### src/mem_pkg.sv
package mem_pkg;

  localparam int DWORD_W    = 64;
  localparam int REG_ADDR_W = 5;
  localparam int MEM_BYTES  = 1024;
  localparam int MEM_ADDR_W = 10;
  localparam int NANBOX_W   = 32;

  typedef logic [DWORD_W-1:0]    dword_t;
  typedef logic [DWORD_W-1:0]    eaddr_t;
  typedef logic [REG_ADDR_W-1:0] reg_addr_t;
  typedef logic [MEM_ADDR_W-1:0] mem_addr_t;
  // 0, 1, 2, 3 select 1, 2, 4, 8 bytes
  typedef logic [1:0]            size_t;

  typedef enum logic [3:0]
  {
    e_lb   = 4'd0
    ,e_lh  = 4'd1
    ,e_lw  = 4'd2
    ,e_ld  = 4'd3
    ,e_lbu = 4'd4
    ,e_lhu = 4'd5
    ,e_lwu = 4'd6
    ,e_sb  = 4'd7
    ,e_sh  = 4'd8
    ,e_sw  = 4'd9
    ,e_sd  = 4'd10
    ,e_flw = 4'd11
    ,e_fld = 4'd12
    ,e_fsw = 4'd13
    ,e_fsd = 4'd14
  } mem_op_e;

  typedef struct packed
  {
    mem_op_e   op;
    dword_t    rs1;
    dword_t    rs2;
    dword_t    imm;
    reg_addr_t rd_addr;
  } mem_req_s;

  typedef struct packed
  {
    mem_addr_t mem_addr;
    size_t     size;
    mem_op_e   op;
    dword_t    data;
    reg_addr_t rd_addr;
  } mem_stage_s;

  typedef struct packed
  {
    logic      is_float;
    reg_addr_t rd_addr;
    dword_t    rd_data;
  } wb_pkt_s;

  function automatic logic op_is_store(mem_op_e op);
    return op inside {e_sb, e_sh, e_sw, e_sd, e_fsw, e_fsd};
  endfunction

endpackage
### src/mem_late_wb.sv
`timescale 1ns/100ps

module mem_late_wb
  (input                           clk_i
   , input                         arst_n_i

   , input                         load_v_i
   , input mem_pkg::wb_pkt_s       load_i

   , input                         iwb_yumi_i
   , input                         fwb_yumi_i

   , output logic                  full_o
   , output logic                  iwb_v_o
   , output logic                  fwb_v_o
   , output mem_pkg::wb_pkt_s      wb_o
   );

  logic yumi;

  // Only a yumi on the port that is offering counts
  assign yumi = (iwb_yumi_i & iwb_v_o) | (fwb_yumi_i & fwb_v_o);

  always_ff @(posedge clk_i or negedge arst_n_i)
    if (!arst_n_i)
      full_o <= 1'b0;
    else if (load_v_i)
      full_o <= 1'b1;
    else if (yumi)
      full_o <= 1'b0;

  always_ff @(posedge clk_i)
    if (load_v_i)
      wb_o <= load_i;

  assign iwb_v_o = full_o & ~wb_o.is_float;
  assign fwb_v_o = full_o &  wb_o.is_float;

endmodule

### config.mk
export PLATFORM = sky130hd
export DESIGN_NAME = mem_late_wb
export DESIGN_NICKNAME = d
export VERILOG_FILES = /design/src/mem_pkg.sv /design/src/mem_late_wb.sv
export SDC_FILE = /design/constraint.sdc
export NUM_CORES = 1
export LEC_CHECK = 0
export ABC_AREA = 1
export BUFFER_PORTS_ARGS = -buffer_cell sky130_fd_sc_hd__buf_2
export CAP_MARGIN = 10
export CELL_PAD_IN_SITES_DETAIL_PLACEMENT = 1
export CELL_PAD_IN_SITES_GLOBAL_PLACEMENT = 2
export CORE_MARGIN = 3
export CORE_UTILIZATION = 26
export DETAILED_ROUTE_END_ITERATION = 10
export PLACE_DENSITY = 0.78
export SLEW_MARGIN = 30
export SYNTH_ARGS = -nofsm -noshare
export SYNTH_HDL_FRONTEND = slang
export SYNTH_SLANG_ARGS = --single-unit
### constraint.sdc
create_clock -name clk_i -period 0.9 [get_ports clk_i]
set_clock_uncertainty 0.1 [all_clocks]
set_input_delay 0.09 -clock clk_i [delete_from_list [all_inputs] [get_ports clk_i]]
set_output_delay 0.09 -clock clk_i [all_outputs]
set_load 0.005 [all_outputs]
# Yosys cells after proc, flatten, opt, wreduce, memory -nomap -nowiden
# Index checks and enable logic that the tools add are counted.
[op_classes] muxes=2 n_bitwise=6 reduce_logical=1
[ops] op="$and 1x1->1" count=4
[ops] op="$mux 1" count=2
[ops] op="$reduce_bool 2->1" count=1
[ops] op="$not 1->1" count=1
[ops] op="$or 1x1->1" count=1
[totals] inputBits=75 out_inout_bits=73 elab_cells=13 ff_bits=71

# Depth between registers and ports, before layout
[logic_depth] depth_word=6 depth_mapped=3 depth_no_buf=3

# Worst setup path after synthesis
# OpenSTA, ideal clock, no wires.
[synth_path] path_type="reg-to-reg" from="reg wb_o[69] (netlist bit)" to="reg full_o" path_buffers=0 path_stages_with_launch=3 arrival_ns=0.592 t_required_ns=0.676 period_less_slack_ns=0.816 setup_time_ns=0.124 slack_ns=0.084 cell_sequence="edfxtp_1 -> nand3_1 -> nand3_1"
[synth_between] elab_chain_len=5 elab_cells_between_ends=7 cone_classes="bitwise (6); reduce/logical (1)"
[synth_lines] item="start: declaration" line="mem_late_wb.sv:16" source=", output mem_pkg::wb_pkt_s wb_o"
[synth_lines] item="start signal: assignment" line="mem_late_wb.sv:34" source="wb_o <= load_i;"
[synth_lines] item="$not 1->1" line="mem_late_wb.sv:36" source="assign iwb_v_o = full_o & ~wb_o.is_float;"
[synth_lines] item="$and 1x1->1" line="mem_late_wb.sv:36"
[synth_lines] item="$and 1x1->1" line="mem_late_wb.sv:22" source="assign yumi = (iwb_yumi_i & iwb_v_o) | (fwb_yumi_i & fwb_v_o);"
[synth_lines] item="$or 1x1->1 (*)" line="mem_late_wb.sv:22"
[synth_lines] item="$reduce_bool 2->1 (no line) (*)"
[synth_lines] item="end signal: assignment" line="mem_late_wb.sv:26" source="full_o <= 1'b0;"
[synth_lines] item="end signal: assignment" line="mem_late_wb.sv:28" source="full_o <= 1'b1;"
[synth_lines] item="end signal: assignment" line="mem_late_wb.sv:30" source="full_o <= 1'b0;"
[synth_lines] item="end: declaration" line="mem_late_wb.sv:13" source=", output logic full_o"
# Every way passes the cells marked *; elsewhere a longest branch is shown, timed or not.
# A chain may end at the register's enable or synchronous reset.

# Worst setup path in the final report
[layout_path] from="reg full_o" to="out iwb_v_o"
[layout_between] elab_chain_len=1
[layout_lines] item="$and 1x1->1" line="mem_late_wb.sv:36"
[layout_lines] item="end: declaration" line="mem_late_wb.sv:14" source=", output logic iwb_v_o"
# No other way between the ends.

==> flow_metrics.env <==
export IMPL_drv_cap=0
export IMPL_ys_types=6
export IMPL_hold_violations=0
export IMPL_power_density_mw_per_mm2=1870
export IMPL_path_clk_slew_ns=0.08
export IMPL_synth_seq_cells=71
export IMPL_reg2regPathDepth=4
export IMPL_pwr_share_clk_pct=36.0
export IMPL_syn2layout_area_growth_pct=88.1
export IMPL_synth_cell_area_mm2=0.00217
export IMPL_combPwrFrac_pct=11.5
export IMPL_p_leak_uw=0.00178
export IMPL_grt_pass1_vias=1877
export IMPL_hold_start="load_v_i"
export IMPL_dieArea_mm2=0.00949
export IMPL_drtPass1Iterations=4
export IMPL_finalSetupTns_ns=-9.69
export IMPL_wire_per_inst_um=16.6
export IMPL_portBuffers=147
export IMPL_wirelength_um=7080
export IMPL_fin_crit_ns=1.26
export IMPL_rsz0062_at_grt="true"
export IMPL_dp_cells=335
export IMPL_clock_latency_ns=0.33
export IMPL_cp_slowest_cell="dfrtp_1"
export IMPL_yosysSeqAreaShare_pct=97.9
export IMPL_tightest_slew_ns=0.183
export IMPL_root_buffer="clkbuf_8"
export IMPL_p_seq_share_pct=52.5
export IMPL_arrival_ns=1.07
export IMPL_path_cells="inv_1 -> nor2_1 -> buf_2"
export IMPL_crit_path_max_fanout=4
export IMPL_cpPeakStageDelay_ns=0.43
export IMPL_die_x_um=97.4
export IMPL_antenna_found_initial=0
export IMPL_cts_sinks=71
export IMPL_grt_pass1_wl_um=10600
export IMPL_hold_class="primary input to register"
export IMPL_synth_edf_count=70
export IMPL_cts_inserted_buffers=9
export IMPL_vias=1712
export IMPL_overflow=0
export IMPL_ys_flop_type="edfxtp_1"
export IMPL_grt_start_max_net_pins=31
export IMPL_endpoint="iwb_v_o"
export IMPL_p_int_uw=6010
export IMPL_viasPerCell=4.01
export IMPL_drtAntennaViolNets=0
export IMPL_dpl_worst_slack_ns=-0.0158
export IMPL_cp_startpoint="full_o"
export IMPL_ir_worst_vdd_uv=1090
export IMPL_slew_headroom_pct=87.8
export IMPL_drive_gt1_share_pct=52.9
export IMPL_crit_required_ns=0.71
export IMPL_grt_usage_pct=15.0
export IMPL_rrSetupSlack_ns=-0.10
export IMPL_diodes=0
export IMPL_routabilityCongestion=0.807
export IMPL_fin_cells=427
export IMPL_max_freq_mhz=796
export IMPL_drt_initial_drc_count=35
export IMPL_worstReg2RegEnd="full_o"
export IMPL_cts_tree="built"
export IMPL_synthCells=82
export IMPL_swShare_pct=21.1
export IMPL_synthTopCellsByCount="edfxtp_1, inv_1, nand3_1"
export IMPL_clk_path_buf_depth=2
export IMPL_whs_ns=0.148
export IMPL_rr_startpoint="wb_o[69]"
export IMPL_netSwitchingPower_uw=1610
export IMPL_synth_most_common_cell="edfxtp_1"
export IMPL_status="complete, but fails checks"
export IMPL_start_util_pct=27.4
export IMPL_netlist_top_cell_by_area="edfxtp_1"
export IMPL_row_count=32
export IMPL_yosys_warnings=0
export IMPL_layout_nets=395
export IMPL_placeableCoreArea_mm2=0.00793
export IMPL_pin_count=148
export IMPL_async_reset_ff_share_pct=1.41
export IMPL_synth_top_cell_area_share_pct=96.8
export IMPL_syn_num_nets=157
export IMPL_slew_violations=0
export IMPL_setup_viol=74
export IMPL_endpoint_kind="output port"
export IMPL_startpoint_type="register"
export IMPL_htree_levels=3
export IMPL_synthTopCellsByArea="edfxtp_1, dfrtp_1, inv_1, nand3_1, nand2_1"
export IMPL_dieHeight_um=97.4
export IMPL_min_period_over_period_pct=140
export IMPL_crit_type="register to output port"
export IMPL_post_dp_hpwl_um=4330
export IMPL_drc_errors=0
export IMPL_postSynthAreaPerCell_um2=26.5
export IMPL_violations="negative setup slack"
export IMPL_setup_ws_ns=-0.356
per-layer routing:
| metal | up-vias | wire, µm | track usage [%] |
|---|---|---|---|
| li1 | 797 | - | - |
| met1 | 799 | 2620 | 16.6 |
| met2 | 105 | 3730 | 25.5 |
| met3 | 11 | 608 | 5.53 |
| met4 | 0 | 121 | 6.92 |
| met5 | - | 0 | 0 |
registers in the layout, indices dropped and copies added, names as in the netlist:
register  count
wb_o         70
full_o        1
logic make-up (layout without fill, tap and decap cells):
| kind of cell | Yosys count | after routing | share of synthesized area [%] |
|---|---|---|---|
| buffers and inverters | 6 | 249 | 1.04 |
| flip-flops | 71 | 71 | 97.9 |
| AND/OR/NAND/NOR | 5 | 5 | 1.04 |
power by group through the flow:
stage	sequential [µW]	combinational [µW]	clock, µW
global route	4020	950	3010
finish	4000	878	2740
detailed placement	4070	582	0
CTS	3990	845	2860
floorplan	4110	15.9	0
global placement	4050	568	0
stage by stage:
step                      power, µW  utilization [%]  area (µm²)
after floorplan                4120                -        2170
after global placement         4620             39.0        3090
after detailed placement       4650             39.0        3090
after CTS                      7700             51.2        4060
after global routing           7980             51.5        4090
final                          7620             51.5        4090
timing repair:
action	in CTS	in global routing
hold buffers	74	0
endpoints found under the hold margin	72	0
pin swaps	2	3
setup buffers	1	3
endpoints found under the setup margin	73	74
gates cloned	0	0
gates resized for setup	0	5
how the worst min path moves through the flow:
stage | to | slack [ns] | depth (start not counted)
global route | wb_o[37] | 0.14 | 2
global placement | full_o | -0.23 | 1
floorplan | full_o | -0.31 | 0
CTS | wb_o[37] | 0.14 | 2
finish | wb_o[34] | 0.15 | 2
detailed placement | full_o | -0.23 | 1
placed cells by master (no fill, tap or decap), types with 2 or more instances in the layout:
master,count
inv_1,5
dlygate4sd3_1,74
buf_12,2
nand3_2,3
edfxtp_1,70
buf_2,147
clkinvlp_4,2
buf_4,3
bufinv_16,2
clkbuf_8,9
area by class of cell:
type                            instances  area (µm²)
Clock inverter                          7        96.3
Inverter                                6        22.5
Tap cell                              102         128
Fill cell                             809        3840
Multi-Input combinational cell          5        37.5
Clock buffer                            9         124
Sequential cell                        71        2130
Timing Repair Buffer                  227        1550
critical path: cells and delay by family (launching register included):
family        cells  cell delay, ns
flops             1            0.43
simple gates      1            0.11
buf+inv           2            0.19
No activity file was read; power rests on OpenSTA's default activity.
