==> src/mem_pkg.sv <==
package mem_pkg;

  localparam int DWORD_W    = 64;
  localparam int REG_ADDR_W = 5;
  localparam int MEM_BYTES  = 1024;
  localparam int MEM_ADDR_W = 10;
  localparam int NANBOX_W   = 32;

  typedef logic [DWORD_W-1:0]    dword_t;
  typedef logic [DWORD_W-1:0]    eaddr_t;
  typedef logic [REG_ADDR_W-1:0] reg_addr_t;
  typedef logic [MEM_ADDR_W-1:0] mem_addr_t;
  // 0, 1, 2, 3 select 1, 2, 4, 8 bytes
  typedef logic [1:0]            size_t;

  typedef enum logic [3:0]
  {
    e_lb   = 4'd0
    ,e_lh  = 4'd1
    ,e_lw  = 4'd2
    ,e_ld  = 4'd3
    ,e_lbu = 4'd4
    ,e_lhu = 4'd5
    ,e_lwu = 4'd6
    ,e_sb  = 4'd7
    ,e_sh  = 4'd8
    ,e_sw  = 4'd9
    ,e_sd  = 4'd10
    ,e_flw = 4'd11
    ,e_fld = 4'd12
    ,e_fsw = 4'd13
    ,e_fsd = 4'd14
  } mem_op_e;

  typedef struct packed
  {
    mem_op_e   op;
    dword_t    rs1;
    dword_t    rs2;
    dword_t    imm;
    reg_addr_t rd_addr;
  } mem_req_s;

  typedef struct packed
  {
    mem_addr_t mem_addr;
    size_t     size;
    mem_op_e   op;
    dword_t    data;
    reg_addr_t rd_addr;
  } mem_stage_s;

  typedef struct packed
  {
    logic      is_float;
    reg_addr_t rd_addr;
    dword_t    rd_data;
  } wb_pkt_s;

  function automatic logic op_is_store(mem_op_e op);
    return op inside {e_sb, e_sh, e_sw, e_sd, e_fsw, e_fsd};
  endfunction

endpackage
==> src/mem_agu.sv <==
`timescale 1ns/100ps

module mem_agu
  (input                           clk_i
   , input                         arst_n_i

   , input                         req_v_i
   , input mem_pkg::mem_req_s      req_i

   , output logic                  stage_v_o
   , output mem_pkg::mem_stage_s   stage_o

   , output logic                  load_misaligned_o
   , output logic                  store_misaligned_o
   , output logic                  load_access_fault_o
   , output logic                  store_access_fault_o
   );

  mem_pkg::eaddr_t eaddr;
  mem_pkg::size_t  size;
  logic [2:0]      align_mask;
  logic            is_store;
  logic            misaligned;
  logic            out_of_range;

  assign eaddr    = req_i.rs1 + req_i.imm;
  assign is_store = mem_pkg::op_is_store(req_i.op);

  always_comb
    begin
      unique case (req_i.op)
        mem_pkg::e_lb, mem_pkg::e_lbu, mem_pkg::e_sb: size = 2'b00;
        mem_pkg::e_lh, mem_pkg::e_lhu, mem_pkg::e_sh: size = 2'b01;
        mem_pkg::e_lw, mem_pkg::e_lwu, mem_pkg::e_sw
        ,mem_pkg::e_flw, mem_pkg::e_fsw:               size = 2'b10;
        default:                                       size = 2'b11;
      endcase
    end

  // Low address bits that must be zero for the access size
  always_comb
    begin
      unique case (size)
        2'b00:   align_mask = 3'b000;
        2'b01:   align_mask = 3'b001;
        2'b10:   align_mask = 3'b011;
        default: align_mask = 3'b111;
      endcase
    end

  assign misaligned   = |(eaddr[2:0] & align_mask);
  assign out_of_range = |eaddr[mem_pkg::DWORD_W-1:mem_pkg::MEM_ADDR_W];

  always_ff @(posedge clk_i or negedge arst_n_i)
    if (!arst_n_i)
      begin
        stage_v_o            <= 1'b0;
        load_misaligned_o    <= 1'b0;
        store_misaligned_o   <= 1'b0;
        load_access_fault_o  <= 1'b0;
        store_access_fault_o <= 1'b0;
      end
    else
      begin
        stage_v_o            <= req_v_i & ~misaligned & ~out_of_range;
        load_misaligned_o    <= req_v_i & ~is_store & misaligned;
        store_misaligned_o   <= req_v_i &  is_store & misaligned;
        // Misalignment takes priority over range
        load_access_fault_o  <= req_v_i & ~is_store & ~misaligned & out_of_range;
        store_access_fault_o <= req_v_i &  is_store & ~misaligned & out_of_range;
      end

  always_ff @(posedge clk_i)
    if (req_v_i)
      begin
        stage_o.mem_addr <= eaddr[mem_pkg::MEM_ADDR_W-1:0];
        stage_o.size     <= size;
        stage_o.op       <= req_i.op;
        stage_o.data     <= req_i.rs2;
        stage_o.rd_addr  <= req_i.rd_addr;
      end

endmodule

==> config.mk <==
export PLATFORM = sky130hd
export DESIGN_NAME = mem_agu
export DESIGN_NICKNAME = d
export VERILOG_FILES = /design/src/mem_pkg.sv /design/src/mem_agu.sv
export SDC_FILE = /design/constraint.sdc
export NUM_CORES = 1
export LEC_CHECK = 0
export BUFFER_PORTS_ARGS = -buffer_cell sky130_fd_sc_hd__buf_2
export CAP_MARGIN = 20
export CELL_PAD_IN_SITES_DETAIL_PLACEMENT = 0
export CELL_PAD_IN_SITES_GLOBAL_PLACEMENT = 1
export CORE_AREA = 4 4 148 150
export DETAILED_ROUTE_END_ITERATION = 8
export DIE_AREA = 0 0 152 154
export PLACE_DENSITY_LB_ADDON = 0.1
export SLEW_MARGIN = 15
export SYNTH_ARGS = -nofsm -noshare
export SYNTH_HDL_FRONTEND = slang
export SYNTH_SLANG_ARGS = --single-unit
==> constraint.sdc <==
create_clock -name clk_i -period 0.8 [get_ports clk_i]
set_input_delay 0.08 -clock clk_i [delete_from_list [all_inputs] [get_ports clk_i]]
set_output_delay 0.08 -clock clk_i [all_outputs]
set_load 0.01 [all_outputs]
=== Yosys cells after proc, flatten, opt, wreduce, memory -nomap -nowiden ===
Memories as Yosys holds them, arrays and structs flattened.
Index checks and enable logic that the tools add are counted.

* Memory bits (read-only): 32
* Output and inout bits: 90
* Input port bits: 204
* Bits in registers: 90
* Memory bits (writable): 0
* Latch bits: 0
* Memories kept: 1

{| class="wikitable"
|+ Memories
! name !! words !! width !! read ports !! clocked after Yosys merged registers in !! write ports !! RTL line !! text
|-
| (no name shown) || 16 || 2 || 1 || 0 || 0 || mem_agu.sv:31 || <nowiki>unique case (req_i.op)</nowiki>
|}

* Bitwise gates (word level): 14
* Eq/ne operators: 8
* $lt $le $gt $ge: 0
* Reductions and logical operators: 4
* Div/mod/pow operators: 0
* Add/subtract/negate cells: 1
* Muxes and demuxes: 1
* Multiply operators: 0
* Shifts and indexed selects: 0

{| class="wikitable"
|+ Operators with widths
! operator !! number
|-
| $add 64x64->64 || 1
|-
| $reduce_or 54->1 || 1
|-
| $eq 4x4->1 const B || 5
|-
| $and 1x1->1 || 10
|-
| $pmux 3 s3 || 1
|-
| $reduce_bool 6->1 || 1
|-
| $eq 4x3->1 const B || 1
|-
| $and 3x3->3 || 1
|-
| $not 1->1 || 3
|-
| $reduce_or 3->1 || 1
|-
| $eq 2x1->1 const B || 1
|-
| $eq 2x2->1 const B || 1
|-
| $logic_not 2->1 || 1
|}

=== Longest topological paths before layout ===
Gate-level depths: netlist of run 1.
An unclocked memory read counts as a cell.

* Depth in word-level cells: 8
* Depth in mapped cells: 13
* Mapped depth without buffers: 13

=== Worst setup path before layout of run 1 ===
OpenSTA, ideal clock, no wires.

* Path kind: input port to flip-flop
* Start: in req_i[12] in the netlist's numbering
* End: reg stage_v_o
* Setup slack: -2.300 ns
* Library setup time: 0.068 ns
* Data required time: 0.732 ns
* Stages on the path: 12
* Arrival time: 3.033 ns
* Path through: ha_1 -> buf_2 -> nand2_1 -> nor4_2 -> nand2_1 -> a2111o_1 -> a2111o_1 -> a21o_1 -> mux2i_1 -> a221o_2 -> nor4b_1 -> and3b_1

* Cells in the longest elaborated chain, start to end: 4

{| class="wikitable"
|+ RTL lines
! item !! RTL line !! text
|-
| start: declaration || mem_agu.sv:8 || <nowiki>, input mem_pkg::mem_req_s req_i</nowiki>
|-
| $add 64x64->64 || mem_agu.sv:26 || <nowiki>assign eaddr = req_i.rs1 + req_i.imm;</nowiki>
|-
| $reduce_or 54->1 || mem_agu.sv:52 || <nowiki>assign out_of_range = |eaddr[mem_pkg::DWORD_W-1:mem_pkg::MEM_ADDR_W];</nowiki>
|-
| $not 1->1 || mem_agu.sv:65 || <nowiki>stage_v_o <= req_v_i & ~misaligned & ~out_of_range;</nowiki>
|-
| $and 1x1->1 || mem_agu.sv:65 ||
|-
| end signal: assignment || mem_agu.sv:65 ||
|-
| end: declaration || mem_agu.sv:10 || <nowiki>, output logic stage_v_o</nowiki>
|}

No other way between the ends.
A chain may end at the register's enable or synchronous reset.

=== Worst setup path in the final report of run 1 ===
* Start: in req_i[9] in the netlist's numbering
* End: reg stage_v_o

Same word-level chain as after synthesis.

==> results.cfg, run 1 <==
[hold_path]
hold_depth = 2
min-delay-start = req_i[5]
min_path_type = in -> reg
hold_path_end = stage_o[75]

[synthesis]
synthXorXnorAreaFrac = 0.0205
synth_fp_nets = 1196
yosys.area_share.simple = 0.208
synth_compound_area_frac = 0.295
syn_avg_cell_area_um2 = 8.73
ys_warn_count = 0
netlist_instances = 928
synth-adder-area-share = 0.0998
ys_ff_latch = 90
ys_types = 89
synth-edff-count = 85
synth_top_family_by_area = compound AO/OA/AOI/OAI gates
synthArstFlopShare = 0.0556
synthMuxAreaShare = 0.0116
syn-cell-area_mm2 = 0.00810
synthFlopType = edfxtp_1
ys_seq_area_frac = 0.331

[global_route]
grt_use_total = 0.338
grt_max_degree = 32
grt_pass1_vias = 10900
grt-ovfl-total = 0
antenna_found_initial = 1
grt_pass1_wl_um = 62600

[timing]
rsz0062_at_grt = true
fmax_mhz = 337
setup_viol = 104
fin_ws_ns = -2.17
finalCriticalPeriod_ns = 2.97
period_share = 3.71
slew_headroom = 0.470
drv_slew = 0
hold_violations = 0
max_slew.worst_pin.slew_ns = 0.788

[detailed_routing]
vias = 11000
drt-initial-drc-count = 926
routedWlPerCell_um = 22.1
finalWirelength_um = 42900
dr.pass1.iters = 5
vias_per_cell = 5.70
ant_nets = 0
drc = 0

[placement]
routabilityCongestion = 1.02
placed_cell_area_mm2 = 0.0128
numPortBuffers = 293
dp_slack_ns = -2.57
dp.final_hpwl_um = 31900

[floorplan]
die_area_mm2 = 0.0234
die_y_um = 154
rows = 53
die_w_um = 152
io_pins = 294
initial_core_util = 0.391
coreArea_mm2 = 0.0207

[pwr]
pwr_density_cell_mw_per_mm2 = 1370
ir_drop_mv = 1.14
total_power_mw = 19.9
power.leakage_nw = 6.51

[cells_and_area]
syn2layout_area_growth_pct = 79.5
drive_gt1_frac = 0.498
final_cell_mix = buf_4, buf_2, nand2_1
final_common_cell = buf_4
num-fill-cells = 1658
layout.nets = 1925
final_core_util = 0.703
final_area_mm2 = 0.0145

[clocking]
cts_tree = yes
cts_max_path_buffers = 2
htree_levels = 3
cts_root_buffer = clkbuf_16
clock_sinks = 90
clk_pin_slew_ns = 0.07
cts_buffers = 9

[outcome]
outcome = finished, violations left
violations = setup timing

[worst_setup_path]
cp-start-kind = primary input
critPathMaxFanout = 4
worstSetupPathType = in -> reg
cp-end-kind = flop
cp.required_ns = 1.08
arrival_ns = 3.25

[flow_run]
maxCapViolCount = 0
[how the worst max path moves through the flow]
| stage | cells after the start | end | start |
|---|---|---|---|
| floorplan | 12 | stage_v_o | req_i[145] |
| global placement | 12 | stage_v_o | req_i[12] |
| detailed placement | 12 | stage_v_o | req_i[12] |
| CTS | 13 | stage_v_o | req_i[6] |
| global route | 12 | stage_v_o | req_i[8] |
| finish | 12 | stage_v_o | req_i[9] |
[registers in the layout, summed over array words and instances (netlist names)]
register / count
store_access_fault_o: 1
stage_o: 85
load_misaligned_o: 1
load_access_fault_o: 1
store_misaligned_o: 1
stage_v_o: 1
[stage by stage]
| stage | hold slack [ns] | instances | TNS (ns) |
|---|---|---|---|
| after floorplan | -0.216 | 928 | -10.82 |
| after global placement | -0.102 | 1829 | -16.01 |
| after detailed placement | -0.0963 | 1829 | -16.83 |
| after CTS | 0.0431 | 1929 | -22.65 |
| after global routing | 0.0503 | 1938 | -28.68 |
| final | 0.0550 | 1939 | -26.52 |
[critical path, stage by stage]
cell	delay, ns
buf_2	0.12
ha_4	0.28
o211ai_1	0.17
o21ai_2	0.23
nand2_1	0.12
a2111o_1	0.54
a2111o_1	0.47
a21o_1	0.21
mux2i_1	0.12
a221o_2	0.34
nor4b_4	0.35
and3b_1	0.20
[routing by layer]
metal,global-route usage,vias to the layer above,part of all wire
li1,-,5107,-
met1,0.410,5239,0.39
met2,0.613,584,0.50
met3,0.0493,118,0.072
met4,0.119,0,0.043
met5,0,-,0
[cell usage after synthesis, drive strengths merged, types with 18 or more instances]
library cell,instances,area share
a211oi,18,0.017
a21o,18,0.017
a21oi,97,0.063
buf,22,0.017
clkbuf,23,0.011
edfxtp,85,0.32
ha,63,0.097
nand2,108,0.050
nand4,46,0.036
nor2,76,0.038
nor3,34,0.022
o21a,32,0.030
o21ai,81,0.051
[area by class of cell]
cell class,count,area [um2],share of cell area
clock buffer,9,225,0.0155
tap,275,344,0.0237
clock inverter,7,76.3,0.00525
inverter,15,58.8,0.00404
timing repair buffer,763,5400,0.372
multi-input combinational,778,5750,0.396
antenna,2,5.00,0.000344
sequential,90,2680,0.184
[where the power goes]
part	internal [mW]	total [mW]	switching, mW	leakage [nW]
clock network	2.22	4.30	2.08	0.149
registers	5.63	5.80	0.171	0.900
logic	4.73	9.76	5.03	5.46
total	12.6	19.9	7.28	6.51
[repair_timing]
item                                    CTS  global route
hold buffers                             72             0
endpoints found under the setup margin  104           105
resized for setup                        80            49
pin swaps                                45            17
endpoints found under the hold margin    76             0
setup buffers                            12            10
[cell families after synthesis]
kind of cell / count (synthesis)
compound gates: 351
xor+xnor: 19
fa+ha+maj: 64
buf+inv: 60
flops: 90
mux: 9
simple gates: 335
Power figures use the tool's default switching activity.
==> run 2: changes to the inputs <==
Clock period 0.8 ns to 3.5 ns, I/O delays scaled along.
==> results.cfg, run 2 (synthesis gave the netlist of run 1 again) <==
[outcome]
outcome = finished clean

[timing]
fmax_mhz = 299
max_slew.worst_pin.slew_ns = 0.923
slew_headroom = 0.379
hold_violations = 0
setup_viol = 0
drv_slew = 0
period_share = 0.955
timing.hold.ws_ns = 0.183
finalCriticalPeriod_ns = 3.34

[worst_setup_path]
critPathMaxFanout = 5
cp-end-kind = flop
cp.required_ns = 3.77
worstSetupPathType = in -> reg
arrival_ns = 3.61
cp-start-kind = primary input

[clocking]
cts_root_buffer = clkbuf_16
cts_tree = yes
clk_pin_slew_ns = 0.07
clock_sinks = 90
cts_max_path_buffers = 2
cts_buffers = 9
htree_levels = 3

[cells_and_area]
final_cell_mix = buf_2, buf_4, nand2_1
final_common_cell = buf_2
layout.area.seq_mm2 = 0.00268
multi_input_area_mm2 = 0.00517
layout.nets = 1660
drive_gt1_frac = 0.398
num-fill-cells = 2062
syn2layout_area_growth_pct = 43.0
top_register = stage_o
final_area_mm2 = 0.0116
largest_reg_flops = 85
stdcell_count = 1674

[detailed_routing]
drc = 0
drt-initial-drc-count = 752
vias_per_cell = 5.72
ant_nets = 0
routedWlPerCell_um = 21.2
vias = 9578
dr.pass1.iters = 5
finalWirelength_um = 35400

[pwr]
pwr_density_cell_mw_per_mm2 = 341
ir_drop_mv = 0.290
total_power_mw = 3.95
power.leakage_nw = 5.12

[global_route]
grt_max_degree = 67
grt_pass1_wl_um = 52800
grt-ovfl-total = 0
grt_pass1_vias = 9173
grt_use_total = 0.287
antenna_found_initial = 2

[flow_run]
maxCapViolCount = 0

[placement]
dp.final_hpwl_um = 30700
routabilityCongestion = 1.06
placed_cell_area_mm2 = 0.0112
numPortBuffers = 293
place_inst = 1654

[hold_path]
min_path_type = in -> reg

[floorplan]
die_w_um = 152
coreArea_mm2 = 0.0207
initial_core_util = 0.391
die_area_mm2 = 0.0234
io_pins = 294
die_y_um = 154
rows = 53
[run 2: cell types whose count changed in the layout (fill, tap and decap cells not counted), moves of 11 or more]
cell,before,now
dlygate4sd3_1,72,1
buf_2,269,292
a21oi_2,20,6
a21oi_1,76,91
buf_6,29,0
ha_4,13,0
o21ai_0,55,66
ha_1,47,63
buf_4,388,204
[run 2: cell type report]
class | instances | area share
Clock inverter | 7 | 0.00702
Sequential cell | 90 | 0.231
Tap cell | 275 | 0.0297
Timing Repair Buffer | 498 | 0.261
Antenna cell | 2 | 0.000432
Multi-Input combinational cell | 778 | 0.446
Clock buffer | 9 | 0.0194
Inverter | 15 | 0.00486
[run 2: worst max-delay path, stage by stage]
cell	delay, ns
buf_2	0.10
ha_1	0.33
buf_4	0.12
o211ai_1	0.11
o21ai_1	0.22
nand2_1	0.13
a2111o_1	0.49
a2111o_1	0.50
buf_4	0.16
a211oi_1	0.25
buf_4	0.17
o21ai_1	0.05
a22o_2	0.26
nor3_4	0.19
and3b_1	0.18
[run 2: stage by stage]
stage | util | TNS [ns] | setup WS, ns
floorplan | - | 0 | 0.130
global placement | 0.543 | -0.488 | -0.174
detailed placement | 0.543 | -0.722 | -0.251
CTS | 0.558 | 0 | 0.0852
global route | 0.560 | -0.00302 | -0.00302
finish | 0.560 | 0 | 0.159
[run 2: final timing paths]
path / to / startpoint / depth (start not counted) / slack (ns)
min: stage_o[10] / req_i[74] / 1 / 0.18
min in group asynchronous: store_access_fault_o / arst_n_i / 2 / 0.42
max: stage_v_o / req_i[7] / 15 / 0.16
max in group asynchronous: load_access_fault_o / arst_n_i / 2 / 2.95
[run 2: repair_timing]
item / 4_1_cts / 5_1_grt
hold buffers: 1 / 0
endpoints found under the hold margin: 5 / 0
gates resized for setup: 0 / 5
setup buffers: 0 / 1
setup endpoints to repair: 0 / 3
[run 2: where the power goes]
group / internal, mW / switching, mW / leakage (nW)
clock network: 0.508 / 0.437 / 0.150
logic: 0.734 / 0.964 / 4.07
registers: 1.29 / 0.0223 / 0.900
[run 2: layer usage]
layer	routed length, um	up-vias	global-route usage
li1	-	4581	-
met1	14500	4538	0.355
met2	17400	400	0.507
met3	2340	59	0.0493
met4	1100	0	0.0972
met5	0	-	0
